$ cat config.mk
export PLATFORM = sky130hd
export DESIGN_NAME = replay_out
export DESIGN_NICKNAME = d
export VERILOG_FILES = /design/src/hw/replay_out.sv
export VERILOG_INCLUDE_DIRS = /design/src /design/src/hw
export SDC_FILE = /design/constraint.sdc
export NUM_CORES = 1
export LEC_CHECK = 0
export ABC_CLOCK_PERIOD_IN_PS = 3300
export CORE_MARGIN = 1
export CORE_UTILIZATION = 55
export DETAILED_ROUTE_END_ITERATION = 8
export DONT_BUFFER_PORTS = 1
export PLACE_DENSITY = 0.8
export SYNTH_ARGS = -nofsm -noshare
export SYNTH_HDL_FRONTEND = slang
export SYNTH_SLANG_ARGS = --single-unit
export TNS_END_PERCENT = 20
$ cat constraint.sdc
create_clock -name axi_aclk -period 3.3 [get_ports axi_aclk]
set_input_delay 0.165 -clock axi_aclk [delete_from_list [all_inputs] [get_ports axi_aclk]]
set_output_delay 0.165 -clock axi_aclk [all_outputs]
set_load 0.02 [all_outputs]
$ cat src/hw/replay_settings.svh
// Widths, sizes and APB register map of the packet capture and replay engine
`ifndef REPLAY_SETTINGS_SVH
`define REPLAY_SETTINGS_SVH

// Stream side
`define REPLAY_DATA_W      64
`define REPLAY_USER_W      8
`define REPLAY_QID_POS     0
`define REPLAY_NUM_QUEUES  2
`define REPLAY_QID_W       1

// Packet memory and replay
`define REPLAY_MEM_AW      8
`define REPLAY_COUNT_W     16
`define REPLAY_OUT_DEPTH   4

// APB register map, one block per queue
`define APB_AW             8
`define REG_Q_STRIDE       8'h10
`define REG_ADDR_LOW       8'h00
`define REG_ADDR_HIGH      8'h04
`define REG_REPLAY_CNT     8'h08
`define REG_STATUS         8'h0C
`define REG_CMD            8'h40

`endif

$ cat src/hw/replay_out.sv
// Per-queue output FIFO that drives an AXI-Stream master port
`timescale 1ns/1ps
`default_nettype none

`include "replay_settings.svh"

module replay_out #(
  parameter int DEPTH = `REPLAY_OUT_DEPTH
) (
  input  wire logic                      axi_aclk,
  input  wire logic                      arst_n,
  input  wire logic                      push,
  input  wire logic [`REPLAY_DATA_W:0]   push_data,
  output logic                           space,
  output logic [`REPLAY_DATA_W-1:0]      m_axis_tdata,
  output logic                           m_axis_tlast,
  output logic                           m_axis_tvalid,
  input  wire logic                      m_axis_tready
);

  localparam int PW = $clog2(DEPTH);

  logic [`REPLAY_DATA_W:0] mem [DEPTH];
  logic [PW-1:0]           wr_ptr;
  logic [PW-1:0]           rd_ptr;
  logic [PW:0]             count;
  logic                    pop;

  assign m_axis_tvalid = (count != '0);
  assign pop           = m_axis_tvalid & m_axis_tready;
  assign {m_axis_tlast, m_axis_tdata} = mem[rd_ptr];

  // One slot held back for a read still in flight
  assign space = (count + 1'b1) < DEPTH;

  always_ff @(posedge axi_aclk) begin
    if (push) begin
      mem[wr_ptr] <= push_data;
    end
  end

  always_ff @(posedge axi_aclk or negedge arst_n) begin
    if (!arst_n) begin
      wr_ptr <= '0;
      rd_ptr <= '0;
      count  <= '0;
    end else begin
      if (push) begin
        wr_ptr <= wr_ptr + 1'b1;
      end
      if (pop) begin
        rd_ptr <= rd_ptr + 1'b1;
      end
      count <= count + push - pop;
    end
  end

  assert property (@(posedge axi_aclk) disable iff (!arst_n)
    push |-> count < DEPTH)
    else $error("push into full output FIFO");

endmodule

`default_nettype wire

==> results.md <==
- Result of the run: finished, final reports clean
- Filler cell count: 1,037
- Post-synth net total: roughly 450
- Multi-input logic area: 0.00170 mm2
- Critical Path Sink Type: output pin
- Clock Skew: ~0.014 ns
- Post-Synthesis Cell Area: 0.00984 mm2
- Leakage: between 3 and 4 nW
- Clock Power Share: 0.280
- Final HPWL DP: 8860 um
- Vias per inst: 5.74
- Share of cells above drive strength 1: 0.243
- Slowest-stage cell, CP: dfrtp_4
- Worst min path class: in -> reg
- Sequential area share after synthesis: 0.811
- Area leader, netlist: edfxtp_1
- Slew Limit Fails: 0
- Num rows: 48
- Final wirelength: 16,200 um
- Final Cycle Share: 0.765
- Die Ht: 136 um
- Main combinational cell family by area after synthesis: multiplexers
- CP peak stage delay: 0.89 ns
- Synth Area in XOR/XNOR: 0.00356
- Compound-Gate Fraction of Synth Area: 0.00356
- CTS tree: built
- Cell area after placement: 0.0100 mm2
- Global-route wire length before repair: 24,800 um
- Net Sw Power: 3.22 mW
- Crit Path Max Fanout: 34
- Avg Synthesized Cell Area: 26.1 um2
- Die width: 136 um
- Post-cts resize count: 0
- Period minus WS final: 2.52 ns
- Die area: 0.0184 mm2
- Final ANT Viol Nets: 0
- #FFs+latches synth: ~270
- # setup viols final: 0
- Post-synthesis mux area share: 0.149
- Starting Density: 0.567
- Largest net degree at the start of global routing: 67
- Slew headroom: 0.331
- PwrDens: 905 mW/mm2
- Placer's final routability congestion estimate: 0.692
- Critical Path AT: 2.36 ns
- IO buf count: 0
- Initial DRC Count: 295
- Clock sink count: 267
- Sw Share: 0.308
- DR WL/cell: 22.9 um
- Max_cap viols: 0
- Clock buffer depth: 3
- Fmax: 0.396 GHz
- Antenna Cells: 0
- Simple-gate area share of the yosys netlist: 0.00445
- Adder-Cell Fraction of Synth Area: 0.0109
- Nets: ~540
- Initial antenna violation count: 0
- Area delta synth->final: 17.7%
- Syn. warnings: 0
- Final Hold Vio Count: 0
- Cell Chain, Critical Path: buf_4 > mux4_2
- CTS buffer count: 26
- Internal Power: 7.25 mW
- Critical path required time: 3.13 ns
- DRC Markers: 0
- Register area: between 0.007 and 0.008 mm2
- Final Cell Area: between 0.01 and 0.015 mm2
- Overflow after GRT: 0
- Unrepaired setup endpoints after global routing: no
- Setup crit start kind: register
- Reg clk slew, reported paths: 0.07 ns
- Core region area: roughly 0.017 mm2
- 1st-pass router iterations: 4
- Cell count after synthesis: about 380
- Top cells by area, synth: edfxtp_1, mux4_2, dfrtp_1
- Flop pwr share: 0.470
- Vias post-DR: approximately 4,100
- Synth top area share: 0.794
- Worst-Skew Late Latency: 0.51 ns
- Root buf cell: clkbuf_16
- Worst VDD drop: 0.736 mV
- Worst-Margin Slew: 1.00 ns
- Commonest non-fill, non-tap cell in the layout: edfxtp_1
- Combinational fraction of design power: 0.250
- Htree depth: 1
- Setup TNS: 0 ns
- Total GRT Usage: 0.182
- I/O Pins: 136
- Unique cell type count in the Yosys netlist: 21
- Vias in the first global route: 4,397
- Most frequent cells in the layout: edfxtp_1, dlygate4sd3_1, mux4_2, clkbuf_16, clkinv_2
- Crit Path Category: reg -> out
flip-flops by register name, indices dropped and copies added (netlist names):
name and flops:
mem 260, count 3, wr_ptr 2, rd_ptr 2
worst paths after layout:
check / startpoint / endpoint / slack, ns / cells after the start
setup / recovery: rd_ptr[0] / m_axis_tdata[28] / 0.78 / 2
hold / removal: push / mem[3][19] / 0.30 / 1
setup reg to reg: count[1] / count[2] / 1.28 / 7
hold reg to reg: wr_ptr[0] / wr_ptr[0] / 0.56 / 1
max in group asynchronous: arst_n / rd_ptr[0] / 2.42 / 2
min in group asynchronous: arst_n / wr_ptr[0] / 0.58 / 2
metal layers:
layer / track usage / vias up / routed length [um]
met2: 0.315 / 118 / 8540
met1: 0.226 / 2120 / 6300
met4: 0.0524 / 0 / 279
li1: - / 1787 / -
met3: 0.0490 / 27 / 1070
met5: 0 / - / 0
critical path, delay by kind of cell (launching register included):
kind / cells / cell delay [ns]
buf+inv: 1 / 0.35
flops: 1 / 0.89
mux: 1 / 0.61
timing repair:
item	4_1_cts	5_1_grt
endpoints found under the hold margin	272	0
buffers inserted	0	0
hold buffers	69	0
logic make-up (layout without fill, tap and decap cells):
family,Yosys count,count (layout)
XOR/XNOR,4,4
AND/OR/NAND/NOR,7,7
AO/OA/AOI/OAI,5,5
flip-flops,267,267
multiplexers,65,65
buffers and inverters,21,125
adder cells (fa/ha/maj),8,8
layout make-up:
| cell class | count | share of cell area |
|---|---|---|
| inverter | 6 | 0.00194 |
| clock inverter | 17 | 0.0149 |
| sequential | 267 | 0.690 |
| tap | 225 | 0.0243 |
| clock buffer | 31 | 0.0605 |
| multi-input combinational | 89 | 0.146 |
| timing repair buffer | 71 | 0.0620 |
power groups by stage:
stage | combinational, mW | sequential (mW) | clock [mW]
3_5_place_dp | 2.57 | 5.01 | 0
2_1_floorplan | 2.51 | 4.65 | 0
4_1_cts | 2.68 | 4.95 | 2.99
3_3_place_gp | 2.52 | 4.96 | 0
5_1_grt | 2.80 | 5.01 | 3.11
6_report | 2.62 | 4.93 | 2.93
cell usage after synthesis:
cell type,n
and2_1,4
buf_12,4
buf_2,5
buf_4,3
buf_6,1
clkbuf_1,2
dfrtp_1,7
edfxtp_1,260
fa_1,1
ha_1,7
inv_1,6
mux4_2,65
nand2_1,1
nand4b_1,1
o21a_1,1
o21ai_0,2
o311ai_0,1
o31a_1,1
or3_1,1
xnor2_1,1
xor2_1,3
stage by stage:
step                 util  total power [mW]  instances  worst slack (ns)  hold slack, ns
global placement    0.577              7.48        589              1.26          -0.130
CTS                 0.667              10.6        706             0.684           0.335
global route        0.667              10.9        706             0.582           0.344
floorplan               -              7.16        377             0.722          -0.131
finish              0.667              10.5        706             0.777           0.298
detailed placement  0.577              7.58        589              1.24          -0.130
Note: power is estimated with default switching activity, not from simulation.
