<file path="src/hw/replay_settings.svh">
// Widths, sizes and APB register map of the packet capture and replay engine
`ifndef REPLAY_SETTINGS_SVH
`define REPLAY_SETTINGS_SVH

// Stream side
`define REPLAY_DATA_W      64
`define REPLAY_USER_W      8
`define REPLAY_QID_POS     0
`define REPLAY_NUM_QUEUES  2
`define REPLAY_QID_W       1

// Packet memory and replay
`define REPLAY_MEM_AW      8
`define REPLAY_COUNT_W     16
`define REPLAY_OUT_DEPTH   4

// APB register map, one block per queue
`define APB_AW             8
`define REG_Q_STRIDE       8'h10
`define REG_ADDR_LOW       8'h00
`define REG_ADDR_HIGH      8'h04
`define REG_REPLAY_CNT     8'h08
`define REG_STATUS         8'h0C
`define REG_CMD            8'h40

`endif

</file>
<file path="src/hw/replay_pkg.sv">
// Shared types of the packet capture and replay engine
`default_nettype none

`include "replay_settings.svh"

package replay_pkg;

  // Opcode in bits 2:0 of the command register
  typedef enum logic [2:0] {
    CMD_NONE    = 3'd0,
    CMD_CLEAR   = 3'd1,
    CMD_ENABLE  = 3'd2,
    CMD_DISABLE = 3'd3,
    CMD_START   = 3'd4,
    CMD_STOP    = 3'd5
  } replay_cmd_e;

  typedef enum logic {
    RD_IDLE = 1'b0,
    RD_RUN  = 1'b1
  } reader_state_e;

  typedef logic [`REPLAY_MEM_AW-1:0]  addr_t;
  typedef logic [`REPLAY_COUNT_W-1:0] count_t;
  typedef logic [`REPLAY_QID_W-1:0]   qid_t;

endpackage

`default_nettype wire

</file>
<file path="src/hw/capture_writer.sv">
// Capture side, steers stream beats into the memory region of their queue
`timescale 1ns/1ps
`default_nettype none

`include "replay_settings.svh"

module capture_writer (
  input  wire logic                                         axi_aclk,
  input  wire logic                                         arst_n,
  input  wire logic [`REPLAY_DATA_W-1:0]                    s_axis_tdata,
  input  wire logic [`REPLAY_USER_W-1:0]                    s_axis_tuser,
  input  wire logic                                         s_axis_tvalid,
  output logic                                              s_axis_tready,
  input  wire logic                                         s_axis_tlast,
  input  wire replay_pkg::addr_t [`REPLAY_NUM_QUEUES-1:0]   addr_low,
  input  wire replay_pkg::addr_t [`REPLAY_NUM_QUEUES-1:0]   addr_high,
  input  wire logic [`REPLAY_NUM_QUEUES-1:0]                q_enable,
  input  wire logic [`REPLAY_NUM_QUEUES-1:0]                clear_pulse,
  output replay_pkg::addr_t [`REPLAY_NUM_QUEUES-1:0]        capture_end,
  output logic                                              wr_en,
  output replay_pkg::addr_t                                 wr_addr,
  output logic [`REPLAY_DATA_W:0]                           wr_data
);

  logic             beat;
  logic             in_pkt;
  replay_pkg::qid_t pkt_q;
  replay_pkg::qid_t beat_q;

  assign beat   = s_axis_tvalid & s_axis_tready;
  // Queue of the first beat holds for the whole packet
  assign beat_q = in_pkt ? pkt_q : s_axis_tuser[`REPLAY_QID_POS +: `REPLAY_QID_W];

  // Beats past the region end are accepted and dropped
  assign wr_addr = capture_end[beat_q];
  assign wr_en   = beat && q_enable[beat_q] && (wr_addr <= addr_high[beat_q]);
  assign wr_data = {s_axis_tlast, s_axis_tdata};

  always_ff @(posedge axi_aclk or negedge arst_n) begin
    if (!arst_n) begin
      s_axis_tready <= 1'b0;
      in_pkt        <= 1'b0;
      pkt_q         <= '0;
    end else begin
      s_axis_tready <= 1'b1;
      if (beat) begin
        in_pkt <= ~s_axis_tlast;
        pkt_q  <= beat_q;
      end
    end
  end

  // Write pointers, loaded from addr_low by a clear command
  always_ff @(posedge axi_aclk or negedge arst_n) begin
    if (!arst_n) begin
      capture_end <= '0;
    end else begin
      for (int q = 0; q < `REPLAY_NUM_QUEUES; q++) begin
        if (clear_pulse[q]) begin
          capture_end[q] <= addr_low[q];
        end else if (wr_en && beat_q == replay_pkg::qid_t'(q)) begin
          capture_end[q] <= capture_end[q] + 1'b1;
        end
      end
    end
  end

  // Holds once limits were applied by a clear
  assert property (@(posedge axi_aclk) disable iff (!arst_n)
    wr_en |-> wr_addr >= addr_low[beat_q] && wr_addr <= addr_high[beat_q])
    else $error("capture write at %0h outside region of queue %0d", wr_addr, beat_q);

endmodule

`default_nettype wire

</file>
<file path="config.mk">
export PLATFORM = sky130hd
export DESIGN_NAME = capture_writer
export DESIGN_NICKNAME = d
export VERILOG_FILES = /design/src/hw/replay_pkg.sv /design/src/hw/capture_writer.sv
export VERILOG_INCLUDE_DIRS = /design/src /design/src/hw
export SDC_FILE = /design/constraint.sdc
export NUM_CORES = 1
export LEC_CHECK = 0
export ABC_CLOCK_PERIOD_IN_PS = 3000
export BUFFER_PORTS_ARGS = -buffer_cell sky130_fd_sc_hd__buf_2
export CORE_ASPECT_RATIO = 2
export CORE_MARGIN = 2
export CORE_UTILIZATION = 33
export CTS_CLUSTER_DIAMETER = 80
export DETAILED_ROUTE_END_ITERATION = 6
export HOLD_SLACK_MARGIN = 0.12
export PLACE_DENSITY = 0.79
export SETUP_SLACK_MARGIN = 0.05
export SYNTH_ARGS = -nofsm -noshare
export SYNTH_HDL_FRONTEND = slang
export SYNTH_SLANG_ARGS = --single-unit
</file>
<file path="constraint.sdc">
create_clock -name axi_aclk -period 3 [get_ports axi_aclk]
set_input_delay 0.15 -clock axi_aclk [delete_from_list [all_inputs] [get_ports axi_aclk]]
set_output_delay 0.15 -clock axi_aclk [all_outputs]
set_load 0.1 [all_outputs]
</file>
==> flow_summary.toml <==
[status]
run_status = "finished, violations left"
violations = "design-rule violations, negative setup slack"

[detailed_routing]
ant_nets = 0
drc = 11
wl_met3_microns = 830
met1_length_microns = 2102
post_drt_wl_per_cell_microns = 18.94
drtPass1Iterations = 7
viasPerCell = 5.541
dr_wl_met2_microns = 2807
drtIter0Drc = 67
routed_wl_microns = 5778
dr_total_vias = 1690
highest_layer = "met4"

[finish]
area_growth_pct = 27.59
final_cell_mix = "buf_2, nand2_1, dfrtp_2, buf_4, mux2_4"
antenna_cells = 0
final_cell_area_sq_um = 2540
final_layout_size_suffix_gt1_frac = 0.6529
nets = 365
layout_commonest_cell = "buf_2"
instances_no_fill = 305
fillers = 538

[timing]
fin_tns_setup_ns = -0.1384
fmax_mhz = 327.4
rsz0062_at_grt = "true"
setup_viol = 6
final.setup.worst_slack_ns = -0.05403
period_minus_slack_ns = 3.054
fin_skew_ns = 0.002518
period_share = 1.018
hold_viol = 0
slew_viol_final = 0

[synthesis]
synth-seq-area-share = 0.2388
post_synth.cell_area_avg_sq_um = 9.216
synth_area_sq_um = 1991
synth_nets = 338
synth-seq-cells = 19
synth_cell_types = 36
yosysTopAreaCellShare = 0.2489
synth_cells = 216
synthTopCellsByArea = "buf_4, dfrtp_1, mux2_2, ha_1, mux2i_1"
yosys_warnings = 0
synth_top_area_cell = "buf_4"

[global_routing]
grt_max_degree = 20
grt.total_usage = 0.1555
grt-ovfl-total = 0
antenna_found_initial = 0
grt_pass1_vias = 1704
grt_pass1_wl_microns = 8286

[setup_path]
cp.arrival_ns = 2.90
cp.required_ns = 2.85
cp_max_fo = 8
startpoint_type = "flip-flop"
path_class = "reg2out"
endpoint_kind = "output port"

[die]
num_rows = 40
ios = 203
die_area_sq_um = 6707
die_y_microns = 113.8
die_w_microns = 58.92
start_util = 0.3371
core_sq_um = 5906

[cts]
cts_inserted_buffers = 3
clock-sinks = 19
cts_max_level = 1
cts-root-buf = "clkbuf_16"
clk_pin_slew_ns = 0.05
clkLatencyLatePin_ns = 0.25
cts_buffer_depth = 2
cts_tree = "done"

[run]
cap_violations = 0

[placed_design]
io_buffers = 67
dp_hpwl_microns = 4091
dpl-instance-area_sq_um = 2081
gp_congestion = 0.8454
dp.cells = 284

[pwr]
clockPowerShare = 0.183
peakVddDrop_v = 0.0003732
p_seq_frac = 0.224
p_per_area_nw_per_um2 = 588.4
switching_share = 0.4922
p_sw_uw = 735.6
total_leakage_power_nw = 1.118
p_comb_frac = 0.593
p_int_uw = 758.9

[min_path]
hold_path_class = "in2reg"
[path summary, 6_finish.rpt]
kind	slack [ns]	end	startpoint	cells past startpoint
min reg2reg	0.54	pkt_q	pkt_q	2
min	0.12	capture_end[8]	addr_low[8]	3
max	-0.05	wr_en	in_pkt	11
max reg2reg	-0.02	capture_end[3]	in_pkt	10
max in group asynchronous	2.31	capture_end[4]	arst_n	2
min in group asynchronous	0.36	capture_end[13]	arst_n	2
[registers in the layout (all words and copies together) (netlist names)]
| register | count |
|---|---|
| capture_end | 16 |
| in_pkt | 1 |
| s_axis_tready | 1 |
| pkt_q | 1 |
[final cells by class]
| cell class | instances | area (sq um) | share of cell area |
|---|---|---|---|
| Inverter | 2 | 7.507 | 0.002956 |
| Multi-Input combinational cell | 124 | 1286 | 0.5064 |
| Tap cell | 63 | 78.83 | 0.03103 |
| Sequential cell | 19 | 493.0 | 0.1941 |
| Timing Repair Buffer | 93 | 594.3 | 0.2340 |
| Clock inverter | 1 | 5.005 | 0.001970 |
| Clock buffer | 3 | 75.07 | 0.02956 |
[per-stage QoR]
step           utilization  setup slack, ns  hold WS (ns)  power [mW]
2_1_floorplan            -          -0.2751       -0.1456       1.326
3_3_place_gp        0.3523         0.002649        0.1027       1.056
3_5_place_dp        0.3523         -0.08041        0.1183       1.079
4_1_cts             0.3956         -0.06466        0.1235       1.410
5_1_grt             0.4301          -0.1736        0.1256       1.573
6_report            0.4301         -0.05403        0.1214       1.495
[Yosys cell counts, drive strengths merged]
master / n
buf: 68
dfrtp: 19
mux2: 18
nand2: 15
o21ai: 11
ha: 10
nand3: 10
mux2i: 8
nor3: 8
xnor2: 8
nor4: 6
nand4: 5
xor2: 4
a21oi: 3
and3: 3
clkbuf: 3
nor2b: 3
and2: 2
inv: 2
nor2: 2
a211oi: 1
a21o: 1
a221o: 1
a311o: 1
conb: 1
nor4b: 1
o211ai: 1
or2: 1
[critical path, stage by stage, from the launching register on]
cell and delay, ns:
dfrtp_1 0.40, mux2i_4 0.30, buf_12 0.17, mux2_4 0.33
ha_4 0.27, nand4_1 0.18, nor2_4 0.20, a211oi_4 0.08
buf_6 0.15, buf_6 0.13, nor3_4 0.22, buf_12 0.20
[cells by family after synthesis]
family / count (synthesis) / share of synthesized area
and+or+nand+nor: 56 / 0.1728
xor gates and xnor gates: 12 / 0.05280
DFF: 19 / 0.2388
muxes: 26 / 0.1483
AOI/OAI and AO/OA: 19 / 0.05908
buffers and inverters: 73 / 0.2634
adders and majority gates: 10 / 0.06285
other: 1 / 0.001884
[layer usage]
metal | vias up | track usage
li1 | 734 | -
met1 | 786 | 0.2010
met2 | 165 | 0.2319
met3 | 5 | 0.08277
met4 | 0 | 0.02727
met5 | - | 0
[power groups by stage]
stage	registers, mW	logic (mW)	clock network (mW)
final	0.335	0.886	0.274
after global routing	0.338	0.932	0.303
after CTS	0.332	0.797	0.281
after detailed placement	0.337	0.742	0
after global placement	0.335	0.721	0
after floorplan	0.498	0.828	0
[what timing repair did]
item	4_1_cts	5_1_grt
pin swaps	9	14
endpoints found under the hold margin	22	0
cloned	1	0
hold buffers	4	0
setup endpoints to repair	9	17
resized for setup	10	28
buffers inserted	7	6
No activity file was read; power rests on OpenSTA's default activity.
