[src/hw/replay_settings.svh]
// Widths, sizes and APB register map of the packet capture and replay engine
`ifndef REPLAY_SETTINGS_SVH
`define REPLAY_SETTINGS_SVH

// Stream side
`define REPLAY_DATA_W      64
`define REPLAY_USER_W      8
`define REPLAY_QID_POS     0
`define REPLAY_NUM_QUEUES  2
`define REPLAY_QID_W       1

// Packet memory and replay
`define REPLAY_MEM_AW      8
`define REPLAY_COUNT_W     16
`define REPLAY_OUT_DEPTH   4

// APB register map, one block per queue
`define APB_AW             8
`define REG_Q_STRIDE       8'h10
`define REG_ADDR_LOW       8'h00
`define REG_ADDR_HIGH      8'h04
`define REG_REPLAY_CNT     8'h08
`define REG_STATUS         8'h0C
`define REG_CMD            8'h40

`endif

[src/hw/replay_pkg.sv]
// Shared types of the packet capture and replay engine
`default_nettype none

`include "replay_settings.svh"

package replay_pkg;

  // Opcode in bits 2:0 of the command register
  typedef enum logic [2:0] {
    CMD_NONE    = 3'd0,
    CMD_CLEAR   = 3'd1,
    CMD_ENABLE  = 3'd2,
    CMD_DISABLE = 3'd3,
    CMD_START   = 3'd4,
    CMD_STOP    = 3'd5
  } replay_cmd_e;

  typedef enum logic {
    RD_IDLE = 1'b0,
    RD_RUN  = 1'b1
  } reader_state_e;

  typedef logic [`REPLAY_MEM_AW-1:0]  addr_t;
  typedef logic [`REPLAY_COUNT_W-1:0] count_t;
  typedef logic [`REPLAY_QID_W-1:0]   qid_t;

endpackage

`default_nettype wire

[src/hw/replay_regs.sv]
// APB register block with per-queue limits, replay count, commands and status
`timescale 1ns/1ps
`default_nettype none

`include "replay_settings.svh"

module replay_regs (
  input  wire logic                                         axi_aclk,
  input  wire logic                                         arst_n,
  input  wire logic                                         psel,
  input  wire logic                                         penable,
  input  wire logic                                         pwrite,
  input  wire logic [`APB_AW-1:0]                           paddr,
  input  wire logic [31:0]                                  pwdata,
  output logic [31:0]                                       prdata,
  output logic                                              pready,
  output logic                                              pslverr,
  input  wire replay_pkg::addr_t [`REPLAY_NUM_QUEUES-1:0]   capture_end,
  input  wire logic [`REPLAY_NUM_QUEUES-1:0]                busy,
  output replay_pkg::addr_t [`REPLAY_NUM_QUEUES-1:0]        addr_low,
  output replay_pkg::addr_t [`REPLAY_NUM_QUEUES-1:0]        addr_high,
  output replay_pkg::count_t [`REPLAY_NUM_QUEUES-1:0]       replay_count,
  output logic [`REPLAY_NUM_QUEUES-1:0]                     q_enable,
  output logic [`REPLAY_NUM_QUEUES-1:0]                     clear_pulse,
  output logic [`REPLAY_NUM_QUEUES-1:0]                     start_pulse,
  output logic [`REPLAY_NUM_QUEUES-1:0]                     stop_pulse
);

  logic [`APB_AW-1:0]      blk;
  logic [`APB_AW-1:0]      offset;
  replay_pkg::qid_t        q_sel;
  logic                    is_qblk;
  logic                    is_cmd;
  logic                    wr_ok;
  replay_pkg::replay_cmd_e cmd_op;
  replay_pkg::qid_t        cmd_q;

  assign blk    = paddr / `REG_Q_STRIDE;
  assign offset = paddr % `REG_Q_STRIDE;
  assign q_sel  = replay_pkg::qid_t'(blk);

  assign is_qblk = (blk < `REPLAY_NUM_QUEUES) &&
                   (offset == `REG_ADDR_LOW || offset == `REG_ADDR_HIGH ||
                    offset == `REG_REPLAY_CNT || offset == `REG_STATUS);
  assign is_cmd  = (paddr == `REG_CMD);

  // No wait states
  assign pready  = 1'b1;
  assign pslverr = psel & penable & ~(is_qblk | is_cmd);
  assign wr_ok   = psel & penable & pwrite & (is_qblk | is_cmd);

  // Command word: queue ID from bit 8, opcode in bits 2:0
  assign cmd_op = replay_pkg::replay_cmd_e'(pwdata[2:0]);
  assign cmd_q  = pwdata[8 +: `REPLAY_QID_W];

  always_ff @(posedge axi_aclk or negedge arst_n) begin
    if (!arst_n) begin
      addr_low     <= '0;
      addr_high    <= '0;
      replay_count <= '0;
    end else if (wr_ok && is_qblk) begin
      case (offset)
        `REG_ADDR_LOW:   addr_low[q_sel]     <= pwdata[`REPLAY_MEM_AW-1:0];
        `REG_ADDR_HIGH:  addr_high[q_sel]    <= pwdata[`REPLAY_MEM_AW-1:0];
        `REG_REPLAY_CNT: replay_count[q_sel] <= pwdata[`REPLAY_COUNT_W-1:0];
        default: ;
      endcase
    end
  end

  always_ff @(posedge axi_aclk or negedge arst_n) begin
    if (!arst_n) begin
      q_enable    <= '0;
      clear_pulse <= '0;
      start_pulse <= '0;
      stop_pulse  <= '0;
    end else begin
      clear_pulse <= '0;
      start_pulse <= '0;
      stop_pulse  <= '0;
      if (wr_ok && is_cmd) begin
        case (cmd_op)
          replay_pkg::CMD_CLEAR:   clear_pulse[cmd_q] <= 1'b1;
          replay_pkg::CMD_ENABLE:  q_enable[cmd_q]    <= 1'b1;
          replay_pkg::CMD_DISABLE: q_enable[cmd_q]    <= 1'b0;
          replay_pkg::CMD_START:   start_pulse[cmd_q] <= 1'b1;
          replay_pkg::CMD_STOP:    stop_pulse[cmd_q]  <= 1'b1;
          default: ;
        endcase
      end
    end
  end

  always_comb begin
    prdata = '0;
    if (is_qblk) begin
      case (offset)
        `REG_ADDR_LOW:   prdata[`REPLAY_MEM_AW-1:0]  = addr_low[q_sel];
        `REG_ADDR_HIGH:  prdata[`REPLAY_MEM_AW-1:0]  = addr_high[q_sel];
        `REG_REPLAY_CNT: prdata[`REPLAY_COUNT_W-1:0] = replay_count[q_sel];
        `REG_STATUS: begin
          prdata[0]                   = busy[q_sel];
          prdata[16 +: `REPLAY_MEM_AW] = capture_end[q_sel] - addr_low[q_sel];
        end
        default: ;
      endcase
    end
  end

  // Access phase always follows a setup phase and completes at once
  assert property (@(posedge axi_aclk) disable iff (!arst_n)
    psel && penable |-> pready && $past(psel && !penable))
    else $error("APB access phase without setup phase");

endmodule

`default_nettype wire

[config.mk]
export PLATFORM = sky130hd
export DESIGN_NAME = replay_regs
export DESIGN_NICKNAME = d
export VERILOG_FILES = /design/src/hw/replay_pkg.sv /design/src/hw/replay_regs.sv
export VERILOG_INCLUDE_DIRS = /design/src /design/src/hw
export SDC_FILE = /design/constraint.sdc
export NUM_CORES = 1
export LEC_CHECK = 0
export BUFFER_PORTS_ARGS = -buffer_cell sky130_fd_sc_hd__buf_2
export CORE_MARGIN = 2
export CORE_UTILIZATION = 48
export DETAILED_ROUTE_END_ITERATION = 12
export GPL_ROUTABILITY_DRIVEN = 0
export PLACE_DENSITY = 0.8
export SYNTH_ARGS = -nofsm -noshare
export SYNTH_HDL_FRONTEND = slang
export SYNTH_SLANG_ARGS = --single-unit
[constraint.sdc]
create_clock -name axi_aclk -period 5.59 [get_ports axi_aclk]
set_input_delay 1.118 -clock axi_aclk [delete_from_list [all_inputs] [get_ports axi_aclk]]
set_output_delay 1.118 -clock axi_aclk [all_outputs]
set_load 0.05 [all_outputs]
==> metrics.md, run 1 <==
| Metric | Value |
|---|---|
| Yosys top cell area share | between 40 and 50% |
| Largest family of logic cells by synthesized area | multiplexers |
| TritonCTS clock tree | yes |
| Pleak | around 2.7 nW |
| CP Cell Sequence | buf_2 -> mux2i_1 -> ha_1 -> inv_1 -> fa_1 -> a211oi_1 -> o21ai_0 -> and3_1 -> nor3_2 -> buf_2 |
| Global-route wire length before repair | 15.4 mm |
| Setup violations, final | 0 |
| Mux contribution to synthesized area | 30.1% |
| Starting DRC count in detailed routing | 94 |
| Vias post-DR | 3,139 |
| Worst Path Max Fanout | 19 |
| Number of global-route vias before repair | 3,066 |
| Initial antenna violation count | 0 |
| Ys async rst share | 100% |
| Synth Warn # | 0 |
| Clock Tree Root | clkbuf_8 |
| Post-Route Setup TNS | 0 ns |
| Die Wd | 94.7 um |
| Cell family with most CP delay | buffers and inverters |
| Startpoint Class | input port |
| Final worst path period share | 84.7% |
| Syn_area_per_cell | 12.1 um^2 |
| Worst r2r dst | addr_low[15]$_DFFE_PN0P_ |
| Xor-xnor portion of the synthesized cell area | 0.665% |
| Yosys top cell by area | dfrtp_1 |
| H-tree depth | 3 |
| Flops & latches, synth | 72 |
| ANT nets after route | 0 |
| Clk Latency, worst-skew pair | 0.35 ns |
| Hold WC Path Type | flip-flop to flip-flop |
| Num ports | 169 |
| Simple-gate share of the synthesized area | 10.1% |
| DP Area | ~4700 um^2 |
| Post-synthesis cell type count | 44 |
| VDD IR max | 0.162 mV |
| Unrepaired setup endpoints after global routing | false |
| Maxcap violations | 0 |
| Layout cells sized above 1 | 54.7% |
| Hold Crit Start | replay_count[30]$_DFFE_PN0P_ |
| Synth Instances | 327 |
| Main flop type after synthesis | dfrtp_1 |
| Design Area, Final | 4910 um^2 |
| Final Hold Fails | 0 |
| Reg2reg path depth | 1 |
| Port bufs | 143 |
| Synth Area in Compound Gates | roughly 6.1% |
| Most used cell, CP | buf_2 |
| CP peak stage delay | 0.42 ns |
| TritonCTS Buffers | 9 |
| Worst-path clk slew | 0.07 ns |
| Per-cell routed wire length | 17.3 um |
| Core area | 8090 um^2 |
| CP Data Arrival Time | between 3 and 4 ns |
| Sequential area share after synthesis | a little under half |
| Net count, final | 538 |
| GRT Util Overall | 22.7% |
| Worst reg-to-reg setup slack | around 4.8 ns |
| Worst Hold Path Cells | 1 |
| DR vias/cell | between 5 and 6 |
| Buf+Inv Stages, Crit Path | 3 |
| Status | complete, no violations |
| Mapped cell area | 3950 um^2 |
| Drt total wl | 9.97 mm |
| Adder-Cell Fraction of Synth Area | about 3% |
| Final Slew Violations | 0 |
| Number of flops mapped to enable cells by yosys | 0 |
| Worst r2r src | addr_low[15]$_DFFE_PN0P_ |
| Critical path class | input port to primary output |
| Die H | 94.7 um |
| Clock skew | 0 ns |
| FMAX | 211 MHz |
| Slowest cell on crit path | buf_2 |
| Antenna cell count | 0 |
| Total grt overflow | 0 |
| Slew at the pin with the worst max-slew slack | 1.21 ns |
| Post-CTS setup buffer count | 0 |
| Clock Tree Buf Depth | 2 |
| CTS resizes | 0 |
| Row count | 33 |
| PD cells | 228 nW/um^2 |
| Hold WS | 0.532 ns |
| CTS sink count | 72 |
| Synth top area cells | dfrtp_1 (46%), mux2_2 (25%), mux2i_1 (5.6%) |
| DIE AREA | 8970 um^2 |
| CTS Hold Buffers Added | 0 |
| CP Data Required Time | approximately 4.5 ns |
| Max_slew headroom | 19.0% |
| Worst hold path endpoint | replay_count[30]$_DFFE_PN0P_ |
| Initial Utilization | 48.8% |
| # DRC | 0 |
| Largest net degree at the start of global routing | 73 |
| Drt pass-1 iters | 4 |
| HPWL Detailed | 7.28 mm |
| Minimum clock period | about 4.7 ns |
| Setup crit end kind | primary output |
| Area delta synth->final | 24.4% |
-- state kept, by name, summed over array words and instances (netlist names), named ones only --
register and count:
start_pulse 2, addr_high 16, addr_low 16, clear_pulse 2, replay_count 32, stop_pulse 2
-- metrics by stage --
stage	total power [mW]	utilization, %	worst slack (ns)	instances
floorplan	0.629	-	0.103	334
global placement	0.668	58.0	0.928	560
detailed placement	0.672	58.0	0.842	560
CTS	1.12	60.7	0.838	575
global route	1.16	60.7	0.595	575
finish	1.12	60.7	0.855	575
-- cell families (layout without fill, tap and decap cells) --
| kind of cell | count (synthesis) | count (layout) |
|---|---|---|
| buffers and inverters | 28 | 164 |
| adder cells (fa/ha/maj) | 9 | 9 |
| XOR/XNOR | 3 | 3 |
| multiplexers | 108 | 108 |
| AND/OR/NAND/NOR | 71 | 71 |
| other | 2 | 9 |
| flip-flops | 72 | 72 |
| AO/OA/AOI/OAI | 34 | 34 |
-- final cells by class --
cell class	count	area (um^2)
fill	685	3180
multi-input combinational	234	2020
clock buffer	10	138
tap	105	131
clock inverter	5	81.3
inverter	4	15.0
timing repair buffer	145	731
sequential	72	1800
-- cells in the final DEF (no fill, tap or decap), types with 2 or more instances in the layout --
cell	n
nand2_1	10
nand3_2	3
nand3_1	6
clkbuf_8	10
or2_2	2
nor2_1	27
conb_1	9
xnor2_1	2
o22ai_1	2
buf_2	143
nor3_1	5
o21ai_0	4
a21oi_1	3
a22oi_1	6
nor4_1	2
mux2i_1	22
o21a_1	8
bufinv_16	2
ha_1	8
o211ai_1	2
mux2_2	86
a211oi_1	5
nor4b_2	2
buf_4	2
and2_1	2
nand2b_1	2
inv_1	4
dfrtp_1	72
-- synth_stat cells (all sizes together), types with 2 or more instances --
cell and instances:
a211oi 5, a21oi 3, a22oi 6, and2 2, buf 20, clkbuf 4
conb 2, dfrtp 72, ha 8, inv 4, mux2 86, mux2i 22
nand2 10, nand2b 2, nand3 9, nor2 27, nor3 6, nor4 3
nor4b 2, o211ai 2, o21a 8, o21ai 4, o22ai 2, or2 2
xnor2 2
-- power by group --
part           internal, mW  total, mW  switching, mW
clock network         0.261      0.457          0.197
registers             0.525      0.528        0.00327
logic                0.0433      0.134         0.0903
total                 0.829       1.12          0.290
-- worst max path at each step --
stage | slack (ns) | start | cells after the start | endpoint
3_3_place_gp | 0.93 | paddr[4] | 10 | prdata[22]
3_5_place_dp | 0.84 | paddr[4] | 10 | prdata[22]
5_1_grt | 0.60 | paddr[4] | 10 | prdata[22]
6_report | 0.86 | paddr[4] | 10 | prdata[22]
2_1_floorplan | 0.10 | paddr[4] | 11 | prdata[20]
4_1_cts | 0.84 | paddr[4] | 10 | prdata[22]
-- metal layers --
metal  wire length, um  vias up  track usage [%]
met5                 0        -                0
met4               138        0             7.97
met3               713       14             5.43
met2              4730      130             37.5
met1              4400     1543             29.4
li1                  -     1452                -
(Power assumes the default switching activity.)
==> run 2: changes to the inputs <==
Clock period 5.59 ns to 4.5 ns, I/O delays scaled along.
==> run 2 against run 1 <==
Cell area grew 0.38%. Power grew 14%. Combinational power grew 28%. Wire length shrank 0.94%. First-iteration DRC count grew 11%. Worst setup slack lost 0.53 ns. Core utilization grew 0.23 points.
==> metrics.md, run 2 (synthesis results as in run 1) <==
| Metric | Value |
|---|---|
| Starting DRC count in detailed routing | 104 |
| Clock skew | 0 ns |
| Max_slew headroom | approximately two fifths |
| CP Cell Sequence | buf_2 -> buf_12 -> mux2i_1 -> ha_1 -> or2_2 -> o311a_1 -> o22ai_1 -> mux2i_2 -> buf_2 |
| Row count | 33 |
| Total grt overflow | 0 |
| Clock Tree Root | clkbuf_8 |
| Maxcap violations | 0 |
| H-tree depth | 3 |
| Worst Hold Path Cells | 2 |
| Minimum clock period | 4.17 ns |
| Worst reg-to-reg setup slack | about 3.7 ns |
| Worst-path clk slew | approximately 0.08 ns |
| Die Wd | 94.7 um |
| # DRC | 0 |
| Setup violations, final | 0 |
| ANT nets after route | 0 |
| PD cells | 259 nW/um^2 |
| Setup crit end kind | primary output |
| Reg2reg path depth | 1 |
| CP peak stage delay | roughly 0.33 ns |
| Final Slew Violations | 0 |
| Slowest cell on crit path | buf_2 |
| TritonCTS Buffers | 9 |
| Global-route wire length before repair | 15.4 mm |
| CP Data Arrival Time | about 3.3 ns |
| Final Hold Fails | 0 |
| Port bufs | roughly 140 |
| Worst Path Max Fanout | 33 |
| Initial Utilization | 48.8% |
| Area delta synth->final | 24.9% |
| Largest net degree at the start of global routing | 41 |
| Initial antenna violation count | 0 |
| Worst r2r src | addr_low[7]$_DFFE_PN0P_ |
| Instance count on the critical path | 9 |
| DIE AREA | 8970 um^2 |
| Buf+Inv Stages, Crit Path | 3 |
| Antenna cell count | 0 |
| Drt total wl | 9.88 mm |
| Most used cell, CP | buf_2 |
| FMAX | 240 MHz |
| CTS sink count | 72 |
| Number of global-route vias before repair | between 3,000 and 4,000 |
| Final critical-path setup slack | ~0.33 ns |
| Startpoint Class | input port |
| Hold WC Path Type | flip-flop to flip-flop |
| CTS Hold Buffers Added | 0 |
| Status | complete, no violations |
| CTS resizes | 0 |
| Per-cell routed wire length | 17.1 um |
| Post-Route Setup TNS | 0 ns |
| VDD IR max | 0.163 mV |
| Clock Tree Buf Depth | 2 |
| Unrepaired setup endpoints after global routing | false |
| Critical path class | input port to primary output |
| Clk Latency, worst-skew pair | 0.34 ns |
| TritonCTS clock tree | yes |
| Most frequent cells in the layout | buf_2 (143), mux2_2 (86), dfrtp_1 (72) |
| Pre-CTS setup slack | 0.309 ns |
| Worst r2r dst | addr_low[7]$_DFFE_PN0P_ |
| Layout cells sized above 1 | 55.7% |
| GRT Util Overall | between 20% and 30% |
| Design Power | 1.28 mW |
| HPWL Detailed | approximately 7.5 mm |
| Final worst path period share | 92.8% |
| Slew at the pin with the worst max-slew slack | 0.892 ns |
| Vias post-DR | 3,101 |
| Pleak | 2.70 nW |
| CP Data Required Time | 3.60 ns |
| Drt pass-1 iters | 4 |
| Commonest non-fill, non-tap cell in the layout | buf_2 |
| Reg with most FFs | replay_count |
| Core area | 8090 um^2 |
| Largest registers | replay_count x32, addr_high x16, addr_low x16 |
| DR vias/cell | roughly 5.4 |
| Cell family with most CP delay | buffers and inverters |
| Net count, final | between 500 and 600 |
| Die H | 94.7 um |
| Post-CTS setup buffer count | 0 |
| Max FFs per register | 32 |
| Num ports | 169 |
-- run 2: layer usage --
metal / global-route usage [%] / vias up / wire [um]
met3: 6.15 / 14 / 767
met1: 29.2 / 1494 / 4320
met4: 7.49 / 0 / 167
met2: 36.8 / 132 / 4620
li1: - / 1461 / -
met5: 0 / - / 0
-- run 2: tightest hold or removal path: cells and delay by family (launching register included) --
| kind | cells | cell delay (ns) |
|---|---|---|
| buffers and inverters | 1 | 0.05 |
| muxes | 1 | 0.05 |
| DFF | 1 | 0.39 |
-- run 2: cell type report --
type | count | area (um^2)
Fill cell | 700 | 3160
Clock buffer | 10 | 128
Clock inverter | 6 | 45.0
Sequential cell | 72 | 1800
Tap cell | 105 | 131
Timing Repair Buffer | 148 | 766
Multi-Input combinational cell | 234 | 2050
Inverter | 4 | 15.0
-- run 2: per-stage QoR --
| stage | cell area, um^2 | utilization (%) | std cells | hold slack, ns |
|---|---|---|---|---|
| after CTS | 4930 | 61.0 | 579 | 0.528 |
| after global placement | 4760 | 58.8 | 563 | 0.505 |
| final | 4930 | 61.0 | 579 | 0.525 |
| after detailed placement | 4760 | 58.8 | 563 | 0.507 |
| after global routing | 4930 | 61.0 | 579 | 0.537 |
| after floorplan | 4010 | - | 334 | 0.604 |
-- run 2: worst max-delay path by stage --
stage	slack, ns	startpoint	to
finish	0.33	paddr[4]	prdata[23]
detailed placement	0.31	paddr[4]	prdata[22]
global route	0.19	paddr[4]	prdata[22]
global placement	0.31	paddr[4]	prdata[23]
CTS	0.31	paddr[4]	prdata[22]
floorplan	-0.19	paddr[4]	prdata[22]
-- run 2: power breakdown --
part / switching, mW / leakage, nW / internal, mW / total [mW]
registers: 0.00421 / 0.994 / 0.652 / 0.656
clock network: 0.249 / 0.0789 / 0.202 / 0.450
logic: 0.114 / 1.63 / 0.0564 / 0.171
==> run 3: changes to the inputs <==
Settings changed: REMOVE_ABC_BUFFERS from default to 1.
==> run 3 against run 2 <==
Register-to-register slack about the same. Via count increased by 2.1%. Non-clock buffer count increased by 2. Global-route usage increased by 0.53 points. Fmax increased by 0.64%. Clock-buffer cell count unchanged. Clock power increased by 12%. Clock skew unchanged. Sequential cell count unchanged. Critical path depth unchanged. Core utilization decreased by 0.077 points. Largest cell class unchanged.
==> metrics.md, run 3 (synthesis results as in run 1) <==
| Metric | Value |
|---|---|
| FMAX | between 200 and 250 MHz |
| Flop pwr share | 49.5% |
| VDD IR max | 0.185 mV |
| Vias post-DR | 3,165 |
| Reg with most FFs | replay_count |
| Core area | between 8000 and 9000 um^2 |
| GRT Util Overall | 23.1% |
| HPWL Detailed | approximately 7.4 mm |
| Clock Tree Buf Depth | 2 |
| Gate power share | approximately an eighth |
| Largest registers | replay_count x32, addr_high x16, addr_low x16 |
| CTS sink count | 72 |
| Net count, final | between 500 and 600 |
| Clk Latency, worst-skew pair | 0.34 ns |
| Num ports | 169 |
| CP Data Required Time | between 3 and 4 ns |
| CTS resizes | 0 |
| Initial Utilization | 48.8% |
| Internal | about 0.98 mW |
| Unrepaired setup endpoints after global routing | false |
| Post-CTS setup buffer count | 0 |
| Global-route wire length before repair | between 15 and 20 mm |
| Final worst path period share | 92.2% |
| Post-Route Setup TNS | 0 ns |
| Setup crit end kind | primary output |
| Die Wd | 94.7 um |
| PD cells | 269 nW/um^2 |
| Final critical-path setup slack | 0.352 ns |
| Per-cell routed wire length | 17.4 um |
| H-tree depth | 3 |
| DR vias/cell | 5.45 |
| Slew at the pin with the worst max-slew slack | approximately 0.9 ns |
| Minimum clock period | 4.15 ns |
| Final Hold Fails | 0 |
| Design Power | 1.33 mW |
| Row count | 33 |
| Clock skew | 0 ns |
| Setup violations, final | 0 |
| Hold WC Path Type | flip-flop to flip-flop |
| Pre-CTS setup slack | 0.333 ns |
| Layout Utilization | 60.9% |
| CTS Hold Buffers Added | 0 |
| Worst Path Max Fanout | 12 |
| Commonest non-fill, non-tap cell in the layout | buf_2 |
| Pleak | 2.73 nW |
| Clock Tree Root | clkbuf_8 |
| Antenna cell count | 0 |
| Number of global-route vias before repair | 3,122 |
| TritonCTS Buffers | 9 |
| P_sw | 0.349 mW |
| Worst-path clk slew | 0.08 ns |
| Drt pass-1 iters | 4 |
| Hold WS | between 0.5 and 0.6 ns |
| CP Data Arrival Time | approximately 3.3 ns |
| DIE AREA | 8970 um^2 |
| Critical path class | input port to primary output |
| Max FFs per register | 32 |
| ANT nets after route | 0 |
| # DRC | 0 |
| Startpoint Class | input port |
| Largest net degree at the start of global routing | 73 |
| Starting DRC count in detailed routing | between 100 and 150 |
| Maxcap violations | 0 |
| Total grt overflow | 0 |
| Status | complete, no violations |
| Most frequent cells in the layout | buf_2 (142), mux2_2 (86), dfrtp_1 (72) |
| Max_slew headroom | 40.0% |
| Die H | 94.7 um |
| Layout cells sized above 1 | 55.0% |
| Initial antenna violation count | 0 |
| Sw Share | 26.4% |
| Clock power share | 37.9% |
| TritonCTS clock tree | yes |
| Area delta synth->final | 24.7% |
| Final Slew Violations | 0 |
| Port bufs | 143 |
| Drt total wl | 10.1 mm |
[run 3: cell types whose count changed in the layout (fill, tap and decap cells not counted), moves of 2 or more]
| cell | delta |
|---|---|
| buf_4 | +4 |
| clkinv_2 | +3 |
| clkinvlp_4 | -3 |
| mux2i_1 | +2 |
| mux2i_2 | -2 |
| nor3_1 | +2 |
| nor3_4 | -2 |
[run 3: final timing paths]
check,from,endpoint,slack (ns),depth (start not counted)
setup / recovery,paddr[4],prdata[21],0.35,9
hold / removal,flip-flop,flip-flop,0.52,2
setup reg to reg,addr_low[15]$_DFFE_PN0P_,addr_low[15]$_DFFE_PN0P_,3.69,1
hold reg to reg,flip-flop,flip-flop,0.52,2
max in group asynchronous,arst_n,addr_low[7]$_DFFE_PN0P_,3.22,1
min in group asynchronous,arst_n,replay_count[0]$_DFFE_PN0P_,0.66,1
[run 3: worst max-delay path, stage by stage]
cell and delay (ns):
buf_2 0.20, buf_4 0.28, mux2i_1 0.45, ha_1 0.31
nor2b_1 0.14, o31a_1 0.28, o22ai_1 0.17, mux2i_1 0.22
buf_2 0.28
[run 3: stage by stage]
stage / area [um^2] / std cells
floorplan: 3830 / 310
global placement: 4730 / 565
detailed placement: 4730 / 565
CTS: 4930 / 581
global route: 4930 / 581
finish: 4930 / 581
[run 3: area by class of cell]
type	count	area (um^2)
clock buffer	10	138
clock inverter	6	58.8
fill	705	3170
inverter	4	15.0
multi-input combinational	234	2010
sequential	72	1800
tap	105	131
timing repair buffer	150	771
[run 3: power groups by stage]
stage,clock [mW],sequential (mW),combinational [mW]
floorplan,0,0.688,0.0728
global placement,0,0.668,0.162
detailed placement,0,0.669,0.167
CTS,0.514,0.656,0.168
global route,0.546,0.657,0.181
finish,0.503,0.656,0.167
[run 3: routing by layer]
layer	part of all wire, %	global-route usage (%)
met5	0	0
met4	2.5	11.2
met3	6.9	5.19
met2	50	39.4
met1	41	27.6
